**config.mk**
```make
export PLATFORM = sky130hd
export DESIGN_NAME = cpu_core
export DESIGN_NICKNAME = d
export VERILOG_FILES = /design/src/source/cpu_pkg.sv /design/src/source/cpu_decode.sv /design/src/source/cpu_execute.sv /design/src/source/cpu_result.sv /design/src/source/cpu_core.sv
export SDC_FILE = /design/constraint.sdc
export NUM_CORES = 1
export LEC_CHECK = 0
export ABC_AREA = 0
export BUFFER_PORTS_ARGS = -buffer_cell sky130_fd_sc_hd__buf_4
export CAP_MARGIN = 10
export CORE_MARGIN = 3
export CORE_UTILIZATION = 45
export DETAILED_ROUTE_END_ITERATION = 7
export GPL_TIMING_DRIVEN = 0
export MAX_ROUTING_LAYER = met4
export SETUP_SLACK_MARGIN = 0.15
export SLEW_MARGIN = 20
export SYNTH_ARGS = -nofsm -noshare
export SYNTH_HDL_FRONTEND = slang
export SYNTH_HIERARCHICAL = 1
export SYNTH_SLANG_ARGS = --single-unit
```
**constraint.sdc**
```tcl
create_clock -name clk -period 4.55 [get_ports clk]
set_input_delay 0 -clock clk [delete_from_list [all_inputs] [get_ports clk]]
set_output_delay 0 -clock clk [all_outputs]
set_load 0.02 [all_outputs]
```
**src/source/cpu_pkg.sv**
```systemverilog
package cpu_pkg;

  // Bus widths
  typedef logic [7:0]  data_t;
  typedef logic [15:0] addr_t;

  // Supported subset of the SM83 opcode map
  typedef enum logic [7:0] {
    NOP       = 8'h00,
    LD_B_N8   = 8'h06,
    JR_NZ_E8  = 8'h20,
    LD_HL_N16 = 8'h21,
    INC_HL    = 8'h23,
    JR_Z_E8   = 8'h28,
    INC_A     = 8'h3C,
    LD_A_N8   = 8'h3E,
    HALT      = 8'h76,
    LD_HLM_A  = 8'h77,
    ADD_A_B   = 8'h80,
    SUB_A_B   = 8'h90,
    AND_A_B   = 8'hA0,
    XOR_A_B   = 8'hA8,
    JP_N16    = 8'hC3,
    PUSH_AF   = 8'hF5
  } opcode_t;

  // Clock phase within a machine cycle
  typedef enum logic [1:0] {T1, T2, T3, T4} t_phase_t;

  // Bus action of one machine cycle
  typedef enum logic [1:0] {BUS_NONE, BUS_READ, BUS_WRITE} bus_op_t;

  // 16-bit register pairs where WZ holds fetched operands
  typedef enum logic [1:0] {ADDR_PC, ADDR_HL, ADDR_SP, ADDR_WZ} addr_src_t;

  typedef enum logic [2:0] {
    REG_NONE,
    REG_A,
    REG_B,
    REG_H,
    REG_L,
    REG_W,
    REG_Z,
    REG_F
  } reg_sel_t;

  typedef enum logic [2:0] {
    ALU_NONE,
    ALU_ADD,
    ALU_SUB,
    ALU_AND,
    ALU_XOR,
    ALU_INC
  } alu_op_t;

  // REL adds the signed byte held in Z
  typedef enum logic [1:0] {IDU_NONE, IDU_INC, IDU_DEC, IDU_REL} idu_op_t;

  typedef enum logic [1:0] {COND_NONE, COND_NZ, COND_Z} cond_t;

  // Flag positions in F with the low nibble always zero
  localparam int FLAG_Z = 7;
  localparam int FLAG_N = 6;
  localparam int FLAG_H = 5;
  localparam int FLAG_C = 4;

  localparam addr_t PC_RESET = 16'h0000;
  localparam addr_t SP_RESET = 16'hFFFE;

  // Longest instruction including the opcode fetch
  localparam int MAX_MCYCLES = 4;

endpackage

```
**src/source/cpu_decode.sv**
```systemverilog
`timescale 1ns/1ps

module cpu_decode (
  input  logic                  clk,
  input  logic                  reset,
  input  cpu_pkg::data_t        rdata,
  input  logic                  cond_ok,
  output cpu_pkg::t_phase_t     phase,
  output cpu_pkg::bus_op_t      bus_op,
  output cpu_pkg::addr_src_t    addr_src,
  output cpu_pkg::reg_sel_t     load_dst,
  output cpu_pkg::reg_sel_t     alu_dst,
  output cpu_pkg::reg_sel_t     wr_src,
  output cpu_pkg::alu_op_t      alu_op,
  output cpu_pkg::idu_op_t      idu_op,
  output cpu_pkg::addr_src_t    idu_target,
  output cpu_pkg::cond_t        cond,
  output logic                  req_read,
  output logic                  req_write,
  output logic                  halted,
  output logic                  illegal
);
  import cpu_pkg::*;

  logic [$clog2(MAX_MCYCLES)-1:0] mcycle;   // Machine cycle within the instruction
  logic [$clog2(MAX_MCYCLES)-1:0] last_mc;  // Index of the final machine cycle
  data_t ir;
  logic  bad_op;
  logic  cond_fail;

  assign cond_fail = (cond != COND_NONE) && !cond_ok;

  // Microcode lookup
  // In cycle 0 the IR only becomes valid at T4, so only ALU fields depend on it there
  always_comb begin
    bus_op     = BUS_NONE;
    addr_src   = ADDR_PC;
    load_dst   = REG_NONE;
    wr_src     = REG_NONE;
    alu_op     = ALU_NONE;
    alu_dst    = REG_NONE;
    idu_op     = IDU_NONE;
    idu_target = ADDR_PC;
    cond       = COND_NONE;
    last_mc    = 0;
    bad_op     = 1'b0;

    if (mcycle == 0) begin
      bus_op = BUS_READ;  // Opcode fetch from PC
      idu_op = IDU_INC;
    end

    case (ir)
      NOP, HALT: last_mc = 0;
      INC_A: begin
        alu_op  = ALU_INC;
        alu_dst = REG_A;
      end
      ADD_A_B: begin
        alu_op  = ALU_ADD;
        alu_dst = REG_A;
      end
      SUB_A_B: begin
        alu_op  = ALU_SUB;
        alu_dst = REG_A;
      end
      AND_A_B: begin
        alu_op  = ALU_AND;
        alu_dst = REG_A;
      end
      XOR_A_B: begin
        alu_op  = ALU_XOR;
        alu_dst = REG_A;
      end
      LD_B_N8, LD_A_N8: begin
        last_mc = 1;
        if (mcycle == 1) begin
          bus_op   = BUS_READ;
          idu_op   = IDU_INC;
          load_dst = (ir == LD_B_N8) ? REG_B : REG_A;
        end
      end
      LD_HL_N16: begin
        last_mc = 2;
        if (mcycle != 0) begin
          bus_op   = BUS_READ;
          idu_op   = IDU_INC;
          load_dst = (mcycle == 1) ? REG_L : REG_H;  // Little endian
        end
      end
      INC_HL: begin
        last_mc = 1;
        if (mcycle == 1) begin
          idu_op     = IDU_INC;
          idu_target = ADDR_HL;
        end
      end
      LD_HLM_A: begin
        last_mc = 1;
        if (mcycle == 1) begin
          bus_op   = BUS_WRITE;
          addr_src = ADDR_HL;
          wr_src   = REG_A;
        end
      end
      JP_N16: begin
        last_mc = 3;
        if (mcycle == 1 || mcycle == 2) begin
          bus_op   = BUS_READ;
          idu_op   = IDU_INC;
          load_dst = (mcycle == 1) ? REG_Z : REG_W;
        end else if (mcycle == 3) begin
          idu_target = ADDR_WZ;  // PC takes the fetched target
        end
      end
      JR_NZ_E8, JR_Z_E8: begin
        last_mc = 2;
        if (mcycle == 1) begin
          bus_op   = BUS_READ;
          idu_op   = IDU_INC;
          load_dst = REG_Z;
          cond     = (ir == JR_Z_E8) ? COND_Z : COND_NZ;
        end else if (mcycle == 2) begin
          idu_op = IDU_REL;
        end
      end
      PUSH_AF: begin
        last_mc = 3;
        if (mcycle == 1) begin
          idu_op     = IDU_DEC;
          idu_target = ADDR_SP;
        end else if (mcycle != 0) begin
          bus_op     = BUS_WRITE;
          addr_src   = ADDR_SP;
          wr_src     = (mcycle == 2) ? REG_A : REG_F;
          idu_op     = (mcycle == 2) ? IDU_DEC : IDU_NONE;
          idu_target = ADDR_SP;
        end
      end
      default: bad_op = 1'b1;
    endcase
  end

  // Phase and machine-cycle sequencer
  always_ff @(posedge clk) begin
    if (reset) begin
      phase     <= T1;
      mcycle    <= '0;
      ir        <= NOP;
      req_read  <= 1'b0;
      req_write <= 1'b0;
      halted    <= 1'b0;
      illegal   <= 1'b0;
    end else if (!halted) begin
      case (phase)
        T1: phase <= T2;
        T2: begin
          phase     <= T3;
          req_read  <= (bus_op == BUS_READ);
          req_write <= (bus_op == BUS_WRITE);
        end
        T3: begin
          phase <= T4;
          if (mcycle == 0) ir <= rdata;
        end
        default: begin
          phase     <= T1;
          req_read  <= 1'b0;
          req_write <= 1'b0;
          if (mcycle == 0 && (bad_op || ir == HALT)) begin
            halted  <= 1'b1;
            illegal <= bad_op;
          end
          if (mcycle == last_mc || cond_fail) mcycle <= '0;
          else mcycle <= mcycle + 1'b1;
        end
      endcase
    end
  end

  a_req_excl: assert property (@(posedge clk) disable iff (reset)
    !(req_read && req_write) && (!(req_read || req_write) || phase == T3 || phase == T4));

  a_mcycle_max: assert property (@(posedge clk) disable iff (reset) mcycle <= last_mc);

endmodule

```
**src/source/cpu_execute.sv**
```systemverilog
`timescale 1ns/1ps

module cpu_execute (
  input  cpu_pkg::alu_op_t alu_op,
  input  cpu_pkg::data_t   a_val,
  input  cpu_pkg::data_t   b_val,
  input  cpu_pkg::data_t   flags,
  input  cpu_pkg::idu_op_t idu_op,
  input  cpu_pkg::addr_t   idu_in,
  input  cpu_pkg::data_t   z_val,
  input  cpu_pkg::cond_t   cond,
  output cpu_pkg::data_t   alu_result,
  output cpu_pkg::data_t   alu_flags,
  output cpu_pkg::addr_t   idu_result,
  output logic             cond_ok
);
  import cpu_pkg::*;

  logic [4:0] nib;   // Low nibble with carry or borrow out
  logic [8:0] full;  // Whole byte with carry or borrow out

  always_comb begin
    nib        = '0;
    full       = '0;
    alu_result = a_val;
    alu_flags  = flags;  // NONE leaves F as it is

    case (alu_op)
      ALU_ADD: begin
        nib  = {1'b0, a_val[3:0]} + {1'b0, b_val[3:0]};
        full = {1'b0, a_val} + {1'b0, b_val};
        alu_result        = full[7:0];
        alu_flags[FLAG_N] = 1'b0;
        alu_flags[FLAG_H] = nib[4];
        alu_flags[FLAG_C] = full[8];
      end
      ALU_SUB: begin
        nib  = {1'b0, a_val[3:0]} - {1'b0, b_val[3:0]};
        full = {1'b0, a_val} - {1'b0, b_val};
        alu_result        = full[7:0];
        alu_flags[FLAG_N] = 1'b1;
        alu_flags[FLAG_H] = nib[4];   // Borrow from bit 4
        alu_flags[FLAG_C] = full[8];
      end
      ALU_AND: begin
        alu_result        = a_val & b_val;
        alu_flags[FLAG_N] = 1'b0;
        alu_flags[FLAG_H] = 1'b1;
        alu_flags[FLAG_C] = 1'b0;
      end
      ALU_XOR: begin
        alu_result        = a_val ^ b_val;
        alu_flags[FLAG_N] = 1'b0;
        alu_flags[FLAG_H] = 1'b0;
        alu_flags[FLAG_C] = 1'b0;
      end
      ALU_INC: begin
        nib        = {1'b0, a_val[3:0]} + 5'd1;
        alu_result = a_val + 8'd1;
        alu_flags[FLAG_N] = 1'b0;
        alu_flags[FLAG_H] = nib[4];   // C is kept
      end
      default: ;
    endcase

    if (alu_op != ALU_NONE) alu_flags[FLAG_Z] = (alu_result == 8'h00);
  end

  // 16-bit incrementer and relative adder
  always_comb begin
    case (idu_op)
      IDU_INC: idu_result = idu_in + 16'd1;
      IDU_DEC: idu_result = idu_in - 16'd1;
      IDU_REL: idu_result = idu_in + {{8{z_val[7]}}, z_val};  // Signed offset
      default: idu_result = idu_in;
    endcase
  end

  always_comb begin
    case (cond)
      COND_NZ: cond_ok = !flags[FLAG_Z];
      COND_Z:  cond_ok = flags[FLAG_Z];
      default: cond_ok = 1'b1;
    endcase
  end

  // F passes through here, so this also covers the stored flags
  always_comb begin
    a_flags_low: assert (alu_flags[3:0] == 4'h0);
  end

endmodule

```
**src/source/cpu_result.sv**
```systemverilog
`timescale 1ns/1ps

module cpu_result (
  input  logic                clk,
  input  logic                reset,
  input  cpu_pkg::t_phase_t   phase,
  input  cpu_pkg::data_t      rdata,
  input  cpu_pkg::reg_sel_t   load_dst,
  input  cpu_pkg::alu_op_t    alu_op,
  input  cpu_pkg::reg_sel_t   alu_dst,
  input  cpu_pkg::data_t      alu_result,
  input  cpu_pkg::data_t      alu_flags,
  input  cpu_pkg::idu_op_t    idu_op,
  input  cpu_pkg::addr_src_t  idu_target,
  input  cpu_pkg::addr_t      idu_result,
  input  cpu_pkg::addr_src_t  addr_src,
  input  cpu_pkg::reg_sel_t   wr_src,
  output cpu_pkg::addr_t      addr,
  output cpu_pkg::data_t      wdata,
  output cpu_pkg::data_t      a_val,
  output cpu_pkg::data_t      b_val,
  output cpu_pkg::data_t      flags,
  output cpu_pkg::data_t      z_val,
  output cpu_pkg::addr_t      idu_in
);
  import cpu_pkg::*;

  data_t a, b, h, l, f;
  data_t w, z;          // Operand temporaries
  addr_t pc, sp;
  data_t wr_byte;

  function automatic addr_t pair_sel(addr_src_t sel, addr_t pc_v, addr_t hl_v,
                                     addr_t sp_v, addr_t wz_v);
    case (sel)
      ADDR_HL: return hl_v;
      ADDR_SP: return sp_v;
      ADDR_WZ: return wz_v;
      default: return pc_v;
    endcase
  endfunction

  assign idu_in = pair_sel(idu_target, pc, {h, l}, sp, {w, z});
  assign a_val  = a;
  assign b_val  = b;
  assign flags  = f;
  assign z_val  = z;

  always_comb begin
    case (wr_src)
      REG_A:   wr_byte = a;
      REG_B:   wr_byte = b;
      REG_H:   wr_byte = h;
      REG_L:   wr_byte = l;
      REG_W:   wr_byte = w;
      REG_Z:   wr_byte = z;
      REG_F:   wr_byte = f;
      default: wr_byte = 8'h00;
    endcase
  end

  always_ff @(posedge clk) begin
    if (reset) begin
      pc <= PC_RESET;
      sp <= SP_RESET;
      a  <= '0;
      b  <= '0;
      h  <= '0;
      l  <= '0;
      f  <= '0;
    end else if (phase == T3) begin
      case (load_dst)  // Read data lands at the end of T3
        REG_A: a <= rdata;
        REG_B: b <= rdata;
        REG_H: h <= rdata;
        REG_L: l <= rdata;
        default: ;
      endcase
    end else if (phase == T4) begin
      if (alu_op != ALU_NONE) begin
        f <= alu_flags;
        if (alu_dst == REG_A) a <= alu_result;
        else if (alu_dst == REG_B) b <= alu_result;
      end
      if (idu_target == ADDR_WZ) pc <= idu_result;  // Jump target
      else if (idu_op != IDU_NONE) begin
        case (idu_target)
          ADDR_HL: {h, l} <= idu_result;
          ADDR_SP: sp <= idu_result;
          default: pc <= idu_result;
        endcase
      end
    end
  end

  // Operand temporaries and bus registers
  always_ff @(posedge clk) begin
    if (phase == T1) addr <= pair_sel(addr_src, pc, {h, l}, sp, {w, z});
    if (phase == T2 && wr_src != REG_NONE) wdata <= wr_byte;
    if (phase == T3 && load_dst == REG_W) w <= rdata;
    if (phase == T3 && load_dst == REG_Z) z <= rdata;
  end

  a_pc_t4: assert property (@(posedge clk) disable iff (reset)
    (pc != $past(pc)) |-> ($past(phase) == T4));

endmodule

```
**src/source/cpu_core.sv**
```systemverilog
`timescale 1ns/1ps

module cpu_core (
  input  logic           clk,
  input  logic           reset,
  input  cpu_pkg::data_t rdata,
  output cpu_pkg::addr_t addr,
  output cpu_pkg::data_t wdata,
  output logic           req_read,
  output logic           req_write,
  output logic           halted,
  output logic           illegal
);
  import cpu_pkg::*;

  // Control word of the current machine cycle
  t_phase_t  phase;
  bus_op_t   bus_op;
  addr_src_t addr_src;
  addr_src_t idu_target;
  reg_sel_t  load_dst;
  reg_sel_t  alu_dst;
  reg_sel_t  wr_src;
  alu_op_t   alu_op;
  idu_op_t   idu_op;
  cond_t     cond;
  logic      cond_ok;

  // Datapath between execute and result
  data_t a_val, b_val, flags, z_val;
  data_t alu_result, alu_flags;
  addr_t idu_in, idu_result;

  cpu_decode i_decode (
    .clk, .reset, .rdata, .cond_ok,
    .phase, .bus_op, .addr_src,
    .load_dst, .alu_dst, .wr_src,
    .alu_op, .idu_op, .idu_target, .cond,
    .req_read, .req_write, .halted, .illegal
  );

  cpu_execute i_execute (
    .alu_op, .a_val, .b_val, .flags,
    .idu_op, .idu_in, .z_val, .cond,
    .alu_result, .alu_flags, .idu_result, .cond_ok
  );

  cpu_result i_result (
    .clk, .reset, .phase, .rdata,
    .load_dst, .alu_op, .alu_dst, .alu_result, .alu_flags,
    .idu_op, .idu_target, .idu_result,
    .addr_src, .wr_src,
    .addr, .wdata,
    .a_val, .b_val, .flags, .z_val, .idu_in
  );

endmodule

```
==> summary.md <==
| Metric | Value |
|---|---|
| Port bufs | `36` |
| Initial antenna violation count | `0` |
| Fin. Hold Viols | `0` |
| Worst-Skew Late Latency | `0.43 ns` |
| CP Capture Type | `flop` |
| Via Count | `9112` |
| Final slew viol count | `0` |
| Post-Syn Instances | `1105` |
| Yosys warnings | `6` |
| Max incr delay on CP | `0.43 ns` |
| CTS clk-pin slew, worst paths | `0.06 ns` |
| Core Region | `0.02115 sq mm` |
| CTS tree | `yes` |
| Critical path data required time | `4.89 ns` |
| Worst min-delay path class | `input pin to flop` |
| Via density | `6.071` |
| Max frequency | `226.8 MHz` |
| GRT overflow | `0` |
| Worst-margin pin slew | `0.8141 ns` |
| Leakage Power | `4.655 nW` |
| Avg Synthesized Cell Area | `8.800 sq um` |
| # DRC | `0` |
| I/O pins | `38` |
| Power per cell area | `316.8 mW/mm^2` |
| Layout cells sized above 1 | `0.2439` |
| ANT nets after route | `0` |
| Std cell rows | `53` |
| Final net count | `1279` |
| Initial core utilization | `0.4597` |
| Number of H-tree levels | `4` |
| CP Cell Sequence | `buf_6 > nand2_4 > nor4b_4 > a22o_1 > inv_2 > ha_4 > buf_8 > buf_4 > clkbuf_16 > a222oi_1 > mux2i_1 > ha_1 > nand2_1 > nor2_1 > o31ai_4 > a31oi_2 > mux2i_2 > xnor2_2 > a21oi_1 > a211oi_1` |
| Drt pass-1 iters | `6` |
| Peak supply drop | `0.0003237 V` |
| Part of the power in registers | `0.358` |
| Period utilisation layout | `0.9691` |
| Combinational share of power | `0.284` |
| Crit Path Class | `flop to flop` |
| Worst Path Arrival | `4.75 ns` |
| Die area | `0.02341 sq mm` |
| GPL Wtd Cong | `0.9894` |
| Worst Setup Start Kind | `flop` |
| Final min period | `4.409 ns` |
| First-pass GRT wire length | `48530 um` |
| Chip height | `153 um` |
| Slowest CP cell | `a222oi_1` |
| Final std cells w/o fill | `1501` |
| Switch Pwr | `1.240 mW` |
| Fillcell total | `1935` |
| Final HPWL DP | `23360 um` |
| Vias in the first global route | `8561` |
| Placement Cell Area | `0.01036 sq mm` |
| Switching share of power | `0.3311` |
| RSZ-0062 raised after global routing | `true` |
| Area growth syn-to-layout | `21.56%` |
| Routed WL | `31560 um` |
| Die width | `153 um` |
| Relative slew slack | `0.4549` |
| Max-cap violations | `0` |
| Clock root buffer | `clkbuf_16` |
| Final setup viols | `0` |
| Outcome | `finished clean` |
| TritonCTS buffer count | `17` |
| Largest net degree at the start of global routing | `17` |
| Number of clock sinks | `128` |
| Worst reg2reg setup slack | `0.14 ns` |
| Post-route design area | `0.01182 sq mm` |
| Skew final | `0.01190 ns` |
| Mapped Area | `0.009724 sq mm` |
| Clock power frac | `0.358` |
| Total track usage | `0.2694` |
| Cell-internal power | `2.505 mW` |
| First DRT Iteration DRCs | `891` |
| Antenna cells | `0` |
| Dpl cells | `1418` |
| Critical path peak fanout | `9` |
| Avg WL per Cell | `21.02 um` |
| Clock Path Buffers | `2` |
==> path summary, 6_finish.rpt <==
| path | startpoint | end | depth (start not counted) |
|---|---|---|---|
| worst min register to register | i_result/flags[1] | i_result/flags[1] | 2 |
| worst min-delay path | reset | i_result/a_val[3] | 3 |
| worst max register to register | i_decode/ir[6] | i_result/h[7] | 20 |
| worst max-delay path | i_decode/ir[6] | i_result/h[7] | 20 |
==> critical path: cells and delay by family (launching register included) <==
kind,cells,cell delay [ns]
AND/OR/NAND/NOR,4,0.73
adder cells (fa/ha/maj),2,0.58
XOR/XNOR,1,0.18
multiplexers,2,0.48
buffers and inverters,5,0.65
flip-flops,1,0.32
AO/OA/AOI/OAI,6,1.37
==> metrics by stage <==
stage	setup TNS, ns	util	hold slack [ns]	power [mW]	setup WS (ns)
floorplan	0	-	0.09887	2.004	0.2298
global placement	-16.85	0.4889	0.2476	2.310	-1.044
detailed placement	-17.76	0.4898	0.2539	2.331	-1.040
CTS	0	0.5382	0.09678	3.724	0.1211
global route	-0.02246	0.5588	0.1418	3.902	-0.02246
finish	0	0.5588	0.1148	3.745	0.1408
==> flip-flops by register name, summed over array words and instances, names as in the netlist <==
name	flops
i_result/h	8
i_result/pc	16
i_decode/req_read	1
i_decode/mcycle	2
i_result/addr	16
i_result/a_val	8
i_result/wdata	8
i_decode/req_write	1
i_decode/ir	8
i_result/flags	8
i_result/z_val	8
i_decode/illegal	1
i_decode/halted	1
i_result/sp	16
i_decode/phase	2
i_result/l	8
i_result/b_val	8
i_result/w	8
==> cells in the final DEF, fill, tap and decap left out, types with 21 or more instances in the layout <==
cell      count
edfxtp_1     40
nand3b_1     22
o21ai_0      28
a211oi_1     21
clkbuf_1     27
nand2_1     110
mux2_2       24
nand3_1      21
inv_1        49
buf_4        88
a21oi_1      72
ha_1         45
mux2i_1      48
nor2_1       94
dfxtp_1      81
nor2b_1      36
nor3_1       22
==> power by group through the flow <==
| stage | Combinational, mW | Clock, mW | Sequential [mW] |
|---|---|---|---|
| finish | 1.06 | 1.34 | 1.34 |
| global route | 1.14 | 1.41 | 1.35 |
| CTS | 1.02 | 1.36 | 1.34 |
| detailed placement | 0.973 | 0 | 1.36 |
| global placement | 0.951 | 0 | 1.36 |
| floorplan | 0.560 | 0 | 1.44 |
==> final cells by class <==
type / instances / area [sq um] / share of cell area
clock inverter: 13 / 138.9 / 0.01175
sequential: 128 / 2974 / 0.2516
tap: 275 / 344.1 / 0.02911
clock buffer: 19 / 432.9 / 0.03662
buffer: 77 / 501.7 / 0.04244
timing repair buffer: 88 / 720.7 / 0.06097
inverter: 55 / 216.5 / 0.01831
multi-input combinational: 846 / 6492 / 0.5492
==> routing by layer <==
layer,share of wire,track usage
met1,0.43,0.3557
met2,0.47,0.4160
met3,0.070,0.04983
met4,0.033,0.09758
met5,0,-
==> repair_timing <==
action	CTS	global route
hold buffers	9	0
buffers inserted	20	21
hold endpoints to repair	28	0
endpoints found under the setup margin	37	27
pin swaps	19	34
cloned	0	1
resized for setup	59	73
No activity file was read; power rests on OpenSTA's default activity.
